**src/riscv_core_defs.svh**
```systemverilog
`ifndef RISCV_CORE_DEFS_SVH
`define RISCV_CORE_DEFS_SVH

// Datapath word width in bits
`define RISCV_WORD_WIDTH 32

// Byte address width
`define RISCV_ADDR_WIDTH 32

// General purpose registers, x0 included
`define GP_REG_COUNT 32

// First fetch address after reset
`define RESET_PC 32'h0000_0000

`endif

```
**src/riscv_pkg.sv**
```systemverilog
`include "riscv_core_defs.svh"

package riscv_pkg;

	// Major opcodes of the supported RV32I subset
	typedef enum logic [6:0] {
		OPC_OP     = 7'b0110011,
		OPC_OP_IMM = 7'b0010011,
		OPC_LUI    = 7'b0110111,
		OPC_AUIPC  = 7'b0010111,
		OPC_JAL    = 7'b1101111,
		OPC_JALR   = 7'b1100111,
		OPC_BRANCH = 7'b1100011,
		OPC_LOAD   = 7'b0000011,
		OPC_STORE  = 7'b0100011,
		OPC_SYSTEM = 7'b1110011
	} opcode_e;

	// Low three bits follow funct3, bit 3 follows funct7[5] for SUB and SRA
	typedef enum logic [3:0] {
		ALU_ADD  = 4'b0000,
		ALU_SLL  = 4'b0001,
		ALU_SLT  = 4'b0010,
		ALU_SLTU = 4'b0011,
		ALU_XOR  = 4'b0100,
		ALU_SRL  = 4'b0101,
		ALU_OR   = 4'b0110,
		ALU_AND  = 4'b0111,
		ALU_SUB  = 4'b1000,
		ALU_EQ   = 4'b1001,
		ALU_NE   = 4'b1010,
		ALU_GE   = 4'b1011,
		ALU_GEU  = 4'b1100,
		ALU_SRA  = 4'b1101
	} alu_op_e;

	typedef enum logic [1:0] {OP_SEL_RF1, OP_SEL_RF2, OP_SEL_IMM, OP_SEL_PC} op_sel_e;

	typedef enum logic [1:0] {WB_ALU, WB_LSU, WB_PC4} wb_sel_e;

	// Encoding matches funct3[1:0] of loads and stores
	typedef enum logic [1:0] {MEM_BYTE, MEM_HALF, MEM_WORD} mem_size_e;

	typedef enum logic [1:0] {ST_FETCH, ST_EXECUTE, ST_MEMORY, ST_HALT} core_state_e;

	typedef struct packed {
		logic [$clog2(`GP_REG_COUNT) - 1 : 0] rs1;
		logic [$clog2(`GP_REG_COUNT) - 1 : 0] rs2;
		logic [$clog2(`GP_REG_COUNT) - 1 : 0] rd;
		logic                                 reg_write;
		wb_sel_e                              wb_sel;
		alu_op_e                              alu_op;
		op_sel_e                              op_a_sel;
		op_sel_e                              op_b_sel;
		logic                                 load;
		logic                                 store;
		mem_size_e                            mem_size;
		logic                                 sign_ext;
		logic                                 jump;
		logic                                 jump_reg;
		logic                                 branch;
		logic                                 halt;
	} decoded_t;

endpackage

```
**src/alu.sv**
```systemverilog
`timescale 1ns/100ps

`include "riscv_core_defs.svh"

module alu (
	input  riscv_pkg::alu_op_e               alu_op_i,
	input  logic [`RISCV_WORD_WIDTH - 1 : 0] operand_a_i,
	input  logic [`RISCV_WORD_WIDTH - 1 : 0] operand_b_i,
	output logic [`RISCV_WORD_WIDTH - 1 : 0] result_o
);

	localparam int SHAMT_W = $clog2(`RISCV_WORD_WIDTH);

	logic [SHAMT_W - 1 : 0] shamt;

	assign shamt = operand_b_i[SHAMT_W - 1 : 0];

	always_comb
	begin
		result_o = '0;
		case (alu_op_i)
			riscv_pkg::ALU_ADD:  result_o = operand_a_i + operand_b_i;
			riscv_pkg::ALU_SUB:  result_o = operand_a_i - operand_b_i;
			riscv_pkg::ALU_SLL:  result_o = operand_a_i << shamt;
			riscv_pkg::ALU_SRL:  result_o = operand_a_i >> shamt;
			riscv_pkg::ALU_SRA:  result_o = $unsigned($signed(operand_a_i) >>> shamt);
			riscv_pkg::ALU_XOR:  result_o = operand_a_i ^ operand_b_i;
			riscv_pkg::ALU_OR:   result_o = operand_a_i | operand_b_i;
			riscv_pkg::ALU_AND:  result_o = operand_a_i & operand_b_i;
			// Compares land in bit zero, which doubles as the branch condition
			riscv_pkg::ALU_SLT:  result_o[0] = $signed(operand_a_i) < $signed(operand_b_i);
			riscv_pkg::ALU_SLTU: result_o[0] = operand_a_i < operand_b_i;
			riscv_pkg::ALU_EQ:   result_o[0] = operand_a_i == operand_b_i;
			riscv_pkg::ALU_NE:   result_o[0] = operand_a_i != operand_b_i;
			riscv_pkg::ALU_GE:   result_o[0] = $signed(operand_a_i) >= $signed(operand_b_i);
			riscv_pkg::ALU_GEU:  result_o[0] = operand_a_i >= operand_b_i;
			default:             result_o = '0;
		endcase
	end

endmodule

```
**src/controller.sv**
```systemverilog
`timescale 1ns/100ps

`include "riscv_core_defs.svh"

module controller (
	input  logic                             clk,
	input  logic                             arst_n_i,
	input  riscv_pkg::decoded_t              dec_i,
	input  logic                             misaligned_i,
	input  logic                             lsu_done_i,
	input  logic                             branch_taken_i,
	input  logic [`RISCV_ADDR_WIDTH - 1 : 0] target_i,

	output logic                             imem_valid_o,
	input  logic                             imem_ready_i,
	output logic [`RISCV_ADDR_WIDTH - 1 : 0] imem_addr_o,
	input  logic [`RISCV_WORD_WIDTH - 1 : 0] imem_rdata_i,

	output logic [`RISCV_WORD_WIDTH - 1 : 0] instr_o,
	output logic [`RISCV_ADDR_WIDTH - 1 : 0] pc_o,
	output logic                             lsu_start_o,
	output logic                             rf_we_o,
	output logic                             halted_o
);

	riscv_pkg::core_state_e           state_q;
	riscv_pkg::core_state_e           state_d;
	logic [`RISCV_ADDR_WIDTH - 1 : 0] pc_q;
	logic [`RISCV_ADDR_WIDTH - 1 : 0] pc_plus4;
	logic [`RISCV_ADDR_WIDTH - 1 : 0] jump_target;
	logic [`RISCV_ADDR_WIDTH - 1 : 0] next_pc;
	logic [`RISCV_WORD_WIDTH - 1 : 0] instr_q;
	logic                             exec_ok;
	logic                             mem_op;
	logic                             in_execute;

	assign mem_op = dec_i.load || dec_i.store;
	assign exec_ok = !dec_i.halt && !misaligned_i;
	assign in_execute = (state_q == riscv_pkg::ST_EXECUTE);

	assign pc_plus4 = pc_q + 32'd4;
	assign jump_target = dec_i.jump_reg ? {target_i[`RISCV_ADDR_WIDTH - 1 : 1], 1'b0} : target_i;
	assign next_pc = (dec_i.jump || (dec_i.branch && branch_taken_i)) ? jump_target : pc_plus4;

	always_comb
	begin
		state_d = state_q;
		case (state_q)
			riscv_pkg::ST_FETCH:
			begin
				if (imem_valid_o && imem_ready_i)
				begin
					state_d = riscv_pkg::ST_EXECUTE;
				end
			end
			riscv_pkg::ST_EXECUTE:
			begin
				if (!exec_ok)
				begin
					state_d = riscv_pkg::ST_HALT;
				end
				else
				begin
					state_d = mem_op ? riscv_pkg::ST_MEMORY : riscv_pkg::ST_FETCH;
				end
			end
			riscv_pkg::ST_MEMORY:
			begin
				if (lsu_done_i)
				begin
					state_d = riscv_pkg::ST_FETCH;
				end
			end
			default: state_d = riscv_pkg::ST_HALT;
		endcase
	end

	always_ff @(posedge clk or negedge arst_n_i)
	begin
		if (!arst_n_i)
		begin
			state_q <= riscv_pkg::ST_FETCH;
			pc_q <= `RESET_PC;
			imem_valid_o <= 1'b0;
		end
		else
		begin
			state_q <= state_d;
			imem_valid_o <= (state_d == riscv_pkg::ST_FETCH);
			if (in_execute && exec_ok && !mem_op)
			begin
				pc_q <= next_pc;
			end
			else if (state_q == riscv_pkg::ST_MEMORY && lsu_done_i)
			begin
				pc_q <= pc_plus4;
			end
		end
	end

	always_ff @(posedge clk)
	begin
		if (imem_valid_o && imem_ready_i)
		begin
			instr_q <= imem_rdata_i;
		end
	end

	assign imem_addr_o = pc_q;
	assign pc_o = pc_q;
	assign instr_o = instr_q;
	assign halted_o = (state_q == riscv_pkg::ST_HALT);
	assign lsu_start_o = in_execute && exec_ok && mem_op;

	// Loads write back on the response, everything else in EXECUTE
	assign rf_we_o = dec_i.reg_write &&
		((in_execute && exec_ok && !dec_i.load) ||
		(state_q == riscv_pkg::ST_MEMORY && lsu_done_i));

	// dmem is busy from the cycle after start until done
	a_one_port: assert property (@(posedge clk) disable iff (!arst_n_i)
		imem_valid_o |-> (!lsu_done_i && !$past(lsu_start_o)));

endmodule

```
**src/decoder.sv**
```systemverilog
`timescale 1ns/100ps

`include "riscv_core_defs.svh"

module decoder (
	input  logic [`RISCV_WORD_WIDTH - 1 : 0] instr_i,
	input  logic [`RISCV_ADDR_WIDTH - 1 : 0] instr_addr_i,
	output riscv_pkg::decoded_t              dec_o,
	output logic [`RISCV_WORD_WIDTH - 1 : 0] imm_o
);

	logic [2 : 0]                     funct3;
	logic [6 : 0]                     funct7;
	logic [`RISCV_WORD_WIDTH - 1 : 0] imm_i_type;
	logic [`RISCV_WORD_WIDTH - 1 : 0] imm_s_type;
	logic [`RISCV_WORD_WIDTH - 1 : 0] imm_b_type;
	logic [`RISCV_WORD_WIDTH - 1 : 0] imm_u_type;
	logic [`RISCV_WORD_WIDTH - 1 : 0] imm_j_type;

	assign funct3 = instr_i[14:12];
	assign funct7 = instr_i[31:25];

	assign imm_i_type = {{20{instr_i[31]}}, instr_i[31:20]};
	assign imm_s_type = {{20{instr_i[31]}}, instr_i[31:25], instr_i[11:7]};
	assign imm_b_type = {{19{instr_i[31]}}, instr_i[31], instr_i[7], instr_i[30:25],
		instr_i[11:8], 1'b0};
	assign imm_u_type = {instr_i[31:12], 12'b0};
	assign imm_j_type = {{11{instr_i[31]}}, instr_i[31], instr_i[19:12], instr_i[20],
		instr_i[30:21], 1'b0};

	always_comb
	begin
		dec_o = '0;
		dec_o.rs1 = instr_i[19:15];
		dec_o.rs2 = instr_i[24:20];
		dec_o.rd = instr_i[11:7];
		dec_o.wb_sel = riscv_pkg::WB_ALU;
		dec_o.alu_op = riscv_pkg::ALU_ADD;
		dec_o.op_a_sel = riscv_pkg::OP_SEL_RF1;
		dec_o.op_b_sel = riscv_pkg::OP_SEL_RF2;
		dec_o.mem_size = riscv_pkg::mem_size_e'(funct3[1:0]);
		dec_o.sign_ext = !funct3[2];
		imm_o = imm_i_type;

		case (riscv_pkg::opcode_e'(instr_i[6:0]))
			riscv_pkg::OPC_OP:
			begin
				dec_o.reg_write = 1'b1;
				dec_o.alu_op = riscv_pkg::alu_op_e'({funct7[5], funct3});
				// Only ADD and SRL have an alternate form
				if (!((funct7 == 7'b0) ||
					((funct7 == 7'b0100000) && (funct3 == 3'b000 || funct3 == 3'b101))))
				begin
					dec_o.halt = 1'b1;
				end
			end
			riscv_pkg::OPC_OP_IMM:
			begin
				dec_o.reg_write = 1'b1;
				dec_o.op_b_sel = riscv_pkg::OP_SEL_IMM;
				dec_o.alu_op = riscv_pkg::alu_op_e'({1'b0, funct3});
				if (funct3 == 3'b001 && funct7 != 7'b0)
				begin
					dec_o.halt = 1'b1;
				end
				if (funct3 == 3'b101)
				begin
					if (funct7 == 7'b0100000)
					begin
						dec_o.alu_op = riscv_pkg::ALU_SRA;
					end
					else if (funct7 != 7'b0)
					begin
						dec_o.halt = 1'b1;
					end
				end
			end
			riscv_pkg::OPC_LUI:
			begin
				// imm | imm passes the upper immediate through
				dec_o.reg_write = 1'b1;
				dec_o.alu_op = riscv_pkg::ALU_OR;
				dec_o.op_a_sel = riscv_pkg::OP_SEL_IMM;
				dec_o.op_b_sel = riscv_pkg::OP_SEL_IMM;
				imm_o = imm_u_type;
			end
			riscv_pkg::OPC_AUIPC:
			begin
				dec_o.reg_write = 1'b1;
				dec_o.op_a_sel = riscv_pkg::OP_SEL_PC;
				dec_o.op_b_sel = riscv_pkg::OP_SEL_IMM;
				imm_o = imm_u_type;
			end
			riscv_pkg::OPC_JAL:
			begin
				dec_o.reg_write = 1'b1;
				dec_o.wb_sel = riscv_pkg::WB_PC4;
				dec_o.jump = 1'b1;
				dec_o.op_a_sel = riscv_pkg::OP_SEL_PC;
				dec_o.op_b_sel = riscv_pkg::OP_SEL_IMM;
				imm_o = imm_j_type;
			end
			riscv_pkg::OPC_JALR:
			begin
				dec_o.reg_write = 1'b1;
				dec_o.wb_sel = riscv_pkg::WB_PC4;
				dec_o.jump = 1'b1;
				dec_o.jump_reg = 1'b1;
				dec_o.op_b_sel = riscv_pkg::OP_SEL_IMM;
				dec_o.halt = (funct3 != 3'b000);
			end
			riscv_pkg::OPC_BRANCH:
			begin
				dec_o.branch = 1'b1;
				imm_o = imm_b_type;
				case (funct3)
					3'b000:  dec_o.alu_op = riscv_pkg::ALU_EQ;
					3'b001:  dec_o.alu_op = riscv_pkg::ALU_NE;
					3'b100:  dec_o.alu_op = riscv_pkg::ALU_SLT;
					3'b101:  dec_o.alu_op = riscv_pkg::ALU_GE;
					3'b110:  dec_o.alu_op = riscv_pkg::ALU_SLTU;
					3'b111:  dec_o.alu_op = riscv_pkg::ALU_GEU;
					default: dec_o.halt = 1'b1;
				endcase
			end
			riscv_pkg::OPC_LOAD:
			begin
				dec_o.load = 1'b1;
				dec_o.reg_write = 1'b1;
				dec_o.wb_sel = riscv_pkg::WB_LSU;
				dec_o.op_b_sel = riscv_pkg::OP_SEL_IMM;
				dec_o.halt = (funct3 == 3'b011) || (funct3[2:1] == 2'b11);
			end
			riscv_pkg::OPC_STORE:
			begin
				dec_o.store = 1'b1;
				dec_o.op_b_sel = riscv_pkg::OP_SEL_IMM;
				imm_o = imm_s_type;
				dec_o.halt = funct3[2] || (funct3[1:0] == 2'b11);
			end
			// ECALL stops the core
			riscv_pkg::OPC_SYSTEM: dec_o.halt = 1'b1;
			default:               dec_o.halt = 1'b1;
		endcase

		// No compressed support, so a fetch off a word boundary is illegal
		if (instr_addr_i[1:0] != 2'b00)
		begin
			dec_o.halt = 1'b1;
		end
	end

endmodule

```
**src/lsu.sv**
```systemverilog
`timescale 1ns/100ps

`include "riscv_core_defs.svh"

module lsu (
	input  logic                             clk,
	input  logic                             arst_n_i,
	input  logic                             start_i,
	input  riscv_pkg::decoded_t              dec_i,
	input  logic [`RISCV_ADDR_WIDTH - 1 : 0] addr_i,
	input  logic [`RISCV_WORD_WIDTH - 1 : 0] wdata_i,
	output logic                             done_o,
	output logic                             misaligned_o,
	output logic [`RISCV_WORD_WIDTH - 1 : 0] rdata_o,

	output logic                             dmem_valid_o,
	input  logic                             dmem_ready_i,
	output logic [`RISCV_ADDR_WIDTH - 1 : 0] dmem_addr_o,
	output logic [`RISCV_WORD_WIDTH - 1 : 0] dmem_wdata_o,
	output logic [3 : 0]                     dmem_we_o,
	input  logic [`RISCV_WORD_WIDTH - 1 : 0] dmem_rdata_i
);

	logic [`RISCV_WORD_WIDTH - 1 : 0] store_lanes;
	logic [3 : 0]                     store_be;
	logic [1 : 0]                     offset_q;
	riscv_pkg::mem_size_e             size_q;
	logic                             sign_q;
	logic [`RISCV_WORD_WIDTH - 1 : 0] load_shifted;

	always_comb
	begin
		case (dec_i.mem_size)
			riscv_pkg::MEM_BYTE:
			begin
				store_lanes = {4{wdata_i[7:0]}};
				store_be = 4'b0001 << addr_i[1:0];
				misaligned_o = 1'b0;
			end
			riscv_pkg::MEM_HALF:
			begin
				store_lanes = {2{wdata_i[15:0]}};
				store_be = 4'b0011 << addr_i[1:0];
				misaligned_o = addr_i[0];
			end
			default:
			begin
				store_lanes = wdata_i;
				store_be = 4'b1111;
				misaligned_o = |addr_i[1:0];
			end
		endcase
		misaligned_o = misaligned_o && (dec_i.load || dec_i.store);
	end

	assign done_o = dmem_valid_o && dmem_ready_i;

	always_ff @(posedge clk or negedge arst_n_i)
	begin
		if (!arst_n_i)
		begin
			dmem_valid_o <= 1'b0;
			dmem_we_o <= 4'b0;
		end
		else if (start_i)
		begin
			dmem_valid_o <= 1'b1;
			dmem_we_o <= dec_i.store ? store_be : 4'b0;
		end
		else if (done_o)
		begin
			dmem_valid_o <= 1'b0;
			dmem_we_o <= 4'b0;
		end
	end

	always_ff @(posedge clk)
	begin
		if (start_i)
		begin
			dmem_addr_o <= {addr_i[`RISCV_ADDR_WIDTH - 1 : 2], 2'b00};
			dmem_wdata_o <= store_lanes;
			offset_q <= addr_i[1:0];
			size_q <= dec_i.mem_size;
			sign_q <= dec_i.sign_ext;
		end
	end

	// Bring the addressed lane down to bit zero
	assign load_shifted = dmem_rdata_i >> {offset_q, 3'b000};

	always_comb
	begin
		case (size_q)
			riscv_pkg::MEM_BYTE: rdata_o = {{24{sign_q & load_shifted[7]}}, load_shifted[7:0]};
			riscv_pkg::MEM_HALF: rdata_o = {{16{sign_q & load_shifted[15]}}, load_shifted[15:0]};
			default:             rdata_o = load_shifted;
		endcase
	end

	a_addr_hold: assert property (@(posedge clk) disable iff (!arst_n_i)
		(dmem_valid_o && !dmem_ready_i) |=> $stable(dmem_addr_o));

endmodule

```
**src/reg_file.sv**
```systemverilog
`timescale 1ns/100ps

`include "riscv_core_defs.svh"

module reg_file (
	input  logic                                 clk,
	input  logic                                 arst_n_i,
	input  logic [$clog2(`GP_REG_COUNT) - 1 : 0] read_addr_1_i,
	input  logic [$clog2(`GP_REG_COUNT) - 1 : 0] read_addr_2_i,
	output logic [`RISCV_WORD_WIDTH - 1 : 0]     read_data_1_o,
	output logic [`RISCV_WORD_WIDTH - 1 : 0]     read_data_2_o,
	input  logic [$clog2(`GP_REG_COUNT) - 1 : 0] write_addr_i,
	input  logic [`RISCV_WORD_WIDTH - 1 : 0]     write_data_i,
	input  logic                                 write_en_i
);

	logic [`RISCV_WORD_WIDTH - 1 : 0] regs [`GP_REG_COUNT];

	// x0 is never written, so it keeps its reset value
	always_ff @(posedge clk or negedge arst_n_i)
	begin
		if (!arst_n_i)
		begin
			for (int i = 0; i < `GP_REG_COUNT; i++)
			begin
				regs[i] <= '0;
			end
		end
		else if (write_en_i && (write_addr_i != '0))
		begin
			regs[write_addr_i] <= write_data_i;
		end
	end

	assign read_data_1_o = regs[read_addr_1_i];
	assign read_data_2_o = regs[read_addr_2_i];

	a_x0_zero: assert property (@(posedge clk) disable iff (!arst_n_i)
		((read_addr_1_i != '0) || (read_data_1_o == '0)) &&
		((read_addr_2_i != '0) || (read_data_2_o == '0)));

endmodule

```
**src/riscv_core.sv**
```systemverilog
`timescale 1ns/100ps

`include "riscv_core_defs.svh"

module riscv_core (
	input  logic                             clk,
	input  logic                             arst_n_i,

	output logic                             imem_valid_o,
	input  logic                             imem_ready_i,
	output logic [`RISCV_ADDR_WIDTH - 1 : 0] imem_addr_o,
	input  logic [`RISCV_WORD_WIDTH - 1 : 0] imem_rdata_i,

	output logic                             dmem_valid_o,
	input  logic                             dmem_ready_i,
	output logic [`RISCV_ADDR_WIDTH - 1 : 0] dmem_addr_o,
	output logic [`RISCV_WORD_WIDTH - 1 : 0] dmem_wdata_o,
	output logic [3 : 0]                     dmem_we_o,
	input  logic [`RISCV_WORD_WIDTH - 1 : 0] dmem_rdata_i,

	output logic                             halted_o
);

	riscv_pkg::decoded_t              dec;
	logic [`RISCV_WORD_WIDTH - 1 : 0] instr;
	logic [`RISCV_ADDR_WIDTH - 1 : 0] pc;
	logic [`RISCV_WORD_WIDTH - 1 : 0] imm_val;
	logic [`RISCV_WORD_WIDTH - 1 : 0] alu_operand_a;
	logic [`RISCV_WORD_WIDTH - 1 : 0] alu_operand_b;
	logic [`RISCV_WORD_WIDTH - 1 : 0] alu_result;
	logic [`RISCV_WORD_WIDTH - 1 : 0] rf_read_data_1;
	logic [`RISCV_WORD_WIDTH - 1 : 0] rf_read_data_2;
	logic [`RISCV_WORD_WIDTH - 1 : 0] rf_write_data;
	logic                             rf_write_en;
	logic [`RISCV_WORD_WIDTH - 1 : 0] lsu_rdata;
	logic                             lsu_start;
	logic                             lsu_done;
	logic                             lsu_misaligned;
	logic [`RISCV_ADDR_WIDTH - 1 : 0] target_addr;

	// Branches use the ALU for the compare, so their target has its own adder
	assign target_addr = dec.branch ? pc + imm_val : alu_result;

	always_comb
	begin
		case (dec.op_a_sel)
			riscv_pkg::OP_SEL_RF2: alu_operand_a = rf_read_data_2;
			riscv_pkg::OP_SEL_IMM: alu_operand_a = imm_val;
			riscv_pkg::OP_SEL_PC:  alu_operand_a = pc;
			default:               alu_operand_a = rf_read_data_1;
		endcase

		case (dec.op_b_sel)
			riscv_pkg::OP_SEL_RF1: alu_operand_b = rf_read_data_1;
			riscv_pkg::OP_SEL_IMM: alu_operand_b = imm_val;
			riscv_pkg::OP_SEL_PC:  alu_operand_b = pc;
			default:               alu_operand_b = rf_read_data_2;
		endcase

		case (dec.wb_sel)
			riscv_pkg::WB_LSU: rf_write_data = lsu_rdata;
			riscv_pkg::WB_PC4: rf_write_data = pc + 32'd4;
			default:           rf_write_data = alu_result;
		endcase
	end

	alu alu (
		.alu_op_i    (dec.alu_op),
		.operand_a_i (alu_operand_a),
		.operand_b_i (alu_operand_b),
		.result_o    (alu_result)
	);

	reg_file reg_file (
		.clk           (clk),
		.arst_n_i      (arst_n_i),
		.read_addr_1_i (dec.rs1),
		.read_addr_2_i (dec.rs2),
		.read_data_1_o (rf_read_data_1),
		.read_data_2_o (rf_read_data_2),
		.write_addr_i  (dec.rd),
		.write_data_i  (rf_write_data),
		.write_en_i    (rf_write_en)
	);

	decoder decoder (
		.instr_i      (instr),
		.instr_addr_i (pc),
		.dec_o        (dec),
		.imm_o        (imm_val)
	);

	lsu lsu (
		.clk          (clk),
		.arst_n_i     (arst_n_i),
		.start_i      (lsu_start),
		.dec_i        (dec),
		.addr_i       (alu_result),
		.wdata_i      (rf_read_data_2),
		.done_o       (lsu_done),
		.misaligned_o (lsu_misaligned),
		.rdata_o      (lsu_rdata),
		.dmem_valid_o (dmem_valid_o),
		.dmem_ready_i (dmem_ready_i),
		.dmem_addr_o  (dmem_addr_o),
		.dmem_wdata_o (dmem_wdata_o),
		.dmem_we_o    (dmem_we_o),
		.dmem_rdata_i (dmem_rdata_i)
	);

	controller controller (
		.clk            (clk),
		.arst_n_i       (arst_n_i),
		.dec_i          (dec),
		.misaligned_i   (lsu_misaligned),
		.lsu_done_i     (lsu_done),
		.branch_taken_i (alu_result[0]),
		.target_i       (target_addr),
		.imem_valid_o   (imem_valid_o),
		.imem_ready_i   (imem_ready_i),
		.imem_addr_o    (imem_addr_o),
		.imem_rdata_i   (imem_rdata_i),
		.instr_o        (instr),
		.pc_o           (pc),
		.lsu_start_o    (lsu_start),
		.rf_we_o        (rf_write_en),
		.halted_o       (halted_o)
	);

endmodule

```
**config.mk**
```make
export PLATFORM = sky130hd
export DESIGN_NAME = riscv_core
export DESIGN_NICKNAME = d
export VERILOG_FILES = /design/src/riscv_pkg.sv /design/src/alu.sv /design/src/controller.sv /design/src/decoder.sv /design/src/lsu.sv /design/src/reg_file.sv /design/src/riscv_core.sv
export VERILOG_INCLUDE_DIRS = /design/src
export SDC_FILE = /design/constraint.sdc
export NUM_CORES = 2
export LEC_CHECK = 0
export BUFFER_PORTS_ARGS = -buffer_cell sky130_fd_sc_hd__buf_2
export CAP_MARGIN = 20
export CELL_PAD_IN_SITES_DETAIL_PLACEMENT = 0
export CELL_PAD_IN_SITES_GLOBAL_PLACEMENT = 1
export CORE_MARGIN = 2
export CORE_UTILIZATION = 57
export DETAILED_ROUTE_END_ITERATION = 16
export PLACE_DENSITY = 0.94
export SETUP_SLACK_MARGIN = 0.5
export SYNTH_ARGS = -nofsm -noshare
export SYNTH_HDL_FRONTEND = slang
export SYNTH_SLANG_ARGS = --single-unit
```
**constraint.sdc**
```tcl
create_clock -name clk -period 21.6 [get_ports clk]
set_clock_uncertainty 0.15 [all_clocks]
set_input_delay 1.08 -clock clk [delete_from_list [all_inputs] [get_ports clk]]
set_output_delay 1.08 -clock clk [all_outputs]
set_load 0.03 [all_outputs]
```
==> run_results.csv <==
group,metric,value,unit
run,maxCapViolCount,0,
final_layout,drive_above_1_share,23.9,%
clock_network,clockBufferDepth,3,
sta,hold_viol_final,0,
die,coreArea,131000,um^2
yosys,syn_area_per_cell,12.5,um^2
final_layout,final_net_count,6136,
yosys,post_synth_xor_area_fraction,0.801,%
die,die_x,368,um
run_status,status,"completed",
power,power_density,54.4,nW/um^2
global_routing,grt_pass1_wl,421000,um
yosys,syn_area,75400,um^2
detailed_routing,viasPerCell,7.58,
detailed_routing,num_vias,59100,
global_routing,gr-usage-all-layers,43.1,%
worst_setup_path,worst_ep_required_time,22060,ps
worst_setup_path,critPathLaunchType,"register",
yosys,synthAdderAreaFrac,2.30,%
yosys,yosys_warnings,0,
yosys,syn_inst,6034,
global_routing,grt_pass1_vias,58200,
global_routing,antenna_found_initial,23,
sta,tns,0,ps
global_routing,grt_max_degree,183,
die,die_y,368,um
clock_network,htreeDepth,3,
sta,setup_viol,0,
detailed_routing,drt_iter0_markers,8753,
clock_network,cts_buffers,116,
sta,layout_setup_ws,9200,ps
power,p_leak,36.9,nW
yosys,synthArstFlopShare,91.5,%
sta,grt_setup_unrepaired,"no",
yosys,synth-edff-count,99,
yosys,ys.flop_type,"dfrtp_1",
detailed_routing,wl_per_cell,37.8,um
power,peakVddDrop,0.0709,mV
worst_setup_path,r2r-start,"controller.instr_o[20]$_DFFE_PP_",
final_layout,syn_to_final_growth,7.81,%
clock_network,root_buffer,"clkbuf_16",
worst_setup_path,r2r_slack,9200,ps
power,power,0.00442,W
worst_setup_path,path_class,"reg2reg",
detailed_routing,routed_wl,295000,um
die,dieArea,135000,um^2
placed_design,dpl.hpwl,196000,um
sta,maxSlewViolCount,0,
die,rows,133,
yosys,synth_seq_area_share,39.3,%
yosys,synthMuxAreaShare,35.1,%
yosys,synthDistinctLibCells,107,
worst_hold_path,hold_path_class,"reg2reg",
clock_network,cts_setup_buffers,0,
worst_setup_path,end_kind,"register",
yosys,ys_ff_latch,1163,
die,num_io_pins,171,
detailed_routing,first_pass_iters,8,
global_routing,grt_overflow_total,0,
placed_design,gp_congestion,1.07,
detailed_routing,antenna_left,0,
clock_network,cts_hold_buf,0,
placed_design,pre_cts_ws,9560,ps
worst_setup_path,critPathArrivalTime,12860,ps
yosys,synth-compound-area-share,10.5,%
clock_network,clk_latency,790,ps
sta,maxSlewHeadroom,7.59,%
yosys,yosys.area_share.simple,7.06,%
sta,min_period_over_period,57.4,%
worst_setup_path,worstPathMaxFanout,42,
clock_network,cts_resized,0,
clock_network,clk_pin_slew,70,ps
clock_network,numClockSinks,1163,
final_layout,fin_util,61.8,%
sta,worst_pin_slew,1350,ps
placed_design,io_buffers,168,
yosys,synth_top_family_by_area,"multiplexers",
worst_hold_path,hold_start,"reg_file.regs[1013]$_DFFE_PN0P_",
sta,fin_crit,12400,ps
die,initial_utilization,57.4,%
worst_setup_path,startpoint,"controller.instr_o[20]$_DFFE_PP_",
clock_network,cts_tree,"done",
sta,fmax,80.6,MHz
detailed_routing,remaining_drc_errors,0,
-- report_power, final --
group | total (W) | switching [W] | internal, W
logic | 0.0000648 | 0.0000528 | 0.0000120
clock network | 0.00215 | 0.000930 | 0.00122
registers | 0.00221 | 0.00000289 | 0.00220
-- metal layers --
| layer | wire, um | part of all wire [%] | up-vias | GRT usage [%] |
|---|---|---|---|---|
| met1 | 105000 | 36 | 30200 | 54.7 |
| li1 | - | - | 23000 | - |
| met2 | 128000 | 43 | 4675 | 62.9 |
| met5 | 108 | 0.037 | - | 0 |
| met3 | 37800 | 13 | 1173 | 14.2 |
| met4 | 23800 | 8.1 | 16 | 29.1 |
-- worst paths after layout --
kind	end	depth (start not counted)
setup reg to reg	reg_file.regs[538]$_DFFE_PN0P_	25
min in group asynchronous	reg_file.regs[459]$_DFFE_PN0P_	1
max in group asynchronous	reg_file.regs[122]$_DFFE_PN0P_	6
hold reg to reg	reg_file.regs[1013]$_DFFE_PN0P_	0
hold / removal	reg_file.regs[1013]$_DFFE_PN0P_	0
setup / recovery	reg_file.regs[538]$_DFFE_PN0P_	25
-- final cells by class --
type	count	area [um^2]
Antenna cell	8	20.0
Clock buffer	170	3420
Clock inverter	48	614
Fill cell	9740	50200
Inverter	150	566
Multi-Input combinational cell	4119	42300
Sequential cell	1163	29600
Tap cell	1755	2200
Timing Repair Buffer	381	2620
-- cells by family (layout without fill, tap and decap cells) --
| kind of cell | Yosys count | count (layout) |
|---|---|---|
| xor gates and xnor gates | 69 | 69 |
| adders and majority gates | 137 | 137 |
| other | 1 | 10 |
| AOI/OAI and AO/OA | 1135 | 1135 |
| muxes | 1778 | 1778 |
| buffers and inverters | 753 | 749 |
| and+or+nand+nor | 998 | 998 |
| DFF | 1163 | 1163 |
-- state kept, by name (all words and copies together) (netlist names) --
signal and flops:
lsu.dmem_wdata_o 32, lsu.offset_q 2, controller.state_q 2, lsu.dmem_we_o 4, lsu.sign_q 1, controller.imem_addr_o 32
controller.instr_o 32, lsu.size_q 2, lsu.dmem_valid_o 1, lsu.dmem_addr_o 30, controller.imem_valid_o 1, reg_file.regs 1024
-- cells in the mapped netlist, drive strengths merged, types with 15 or more instances --
master	n	share of area, %
o21ai	172	1.1
nor4	61	0.98
edfxtp	99	3.9
clkbuf	320	1.6
and2	24	0.20
a211o	16	0.19
o211ai	32	0.32
nand2b	32	0.27
a221oi	59	0.76
dfrtp	1064	35
mux2i	172	2.3
a31oi	27	0.25
o311ai	16	0.19
mux4	558	17
o22ai	57	0.47
o21a	27	0.27
buf	283	2.7
a22o	23	0.27
o221ai	19	0.22
xor2	27	0.31
or3	24	0.20
nand2	258	1.3
o21bai	20	0.20
ha	134	2.2
and3	45	0.37
o31ai	22	0.22
a22oi	78	0.78
a21oi	248	1.6
a21boi	21	0.21
inv	149	0.74
nor2	265	1.3
xnor2	42	0.49
a21o	55	0.55
nor2b	53	0.44
nand3	73	0.48
a211oi	119	1.2
nor3	78	0.53
a2111oi	18	0.25
mux2	1048	16
nand4	18	0.15
or2	15	0.12
-- worst max-delay path, cell delays in order (launching register included) --
cell and delay, ps:
edfxtp_1 870, buf_4 750, buf_4 790, buf_4 820
mux4_2 600, mux4_2 550, mux2i_1 530, nand2_1 90
a21boi_0 200, ha_1 510, nor2b_1 240, o21ai_0 120
a21oi_1 200, o311ai_0 160, o31ai_1 600, a211oi_1 140
buf_2 240, o21ai_1 810, a2111o_1 270, o211ai_1 140
nor3_4 510, a31oi_4 160, buf_4 410, nor4_4 1090
buf_4 680, mux2_1 390
-- per-stage QoR --
step	instance area, um^2	cells	hold WS (ps)
2_1_floorplan	75400	6035	288
3_3_place_gp	77000	7551	223
3_5_place_dp	77000	7555	232
4_1_cts	81100	7773	246
5_1_grt	81300	7786	256
6_report	81300	7794	250
-- layout by cell type, fill, tap and decap left out, types with 24 or more instances in the layout --
| master | Yosys | routed |
|---|---|---|
| inv_1 | 140 | 137 |
| a22oi_1 | 78 | 78 |
| nand2b_1 | 32 | 32 |
| a211oi_1 | 116 | 116 |
| clkbuf_16 | 0 | 119 |
| a21oi_1 | 248 | 237 |
| nand2_1 | 258 | 258 |
| mux4_2 | 558 | 558 |
| buf_2 | 85 | 171 |
| mux2_2 | 80 | 80 |
| a21o_1 | 55 | 55 |
| edfxtp_1 | 99 | 99 |
| o22ai_1 | 57 | 57 |
| and3_1 | 45 | 43 |
| nand3_1 | 73 | 71 |
| buf_4 | 49 | 193 |
| xor2_1 | 27 | 27 |
| clkbuf_1 | 317 | 26 |
| nor4_1 | 36 | 33 |
| dfrtp_1 | 1064 | 1064 |
| ha_1 | 134 | 133 |
| o21a_1 | 27 | 27 |
| a221oi_1 | 53 | 53 |
| clkbuf_8 | 0 | 25 |
| mux2_4 | 93 | 93 |
| mux2i_1 | 171 | 170 |
| o21ai_0 | 165 | 160 |
| nor3_1 | 77 | 73 |
| nor2_1 | 264 | 262 |
| mux2_1 | 875 | 875 |
| o211ai_1 | 32 | 32 |
| xnor2_1 | 42 | 42 |
| nor2b_1 | 53 | 50 |
| nor4_4 | 23 | 24 |
(Power assumes the default switching activity.)
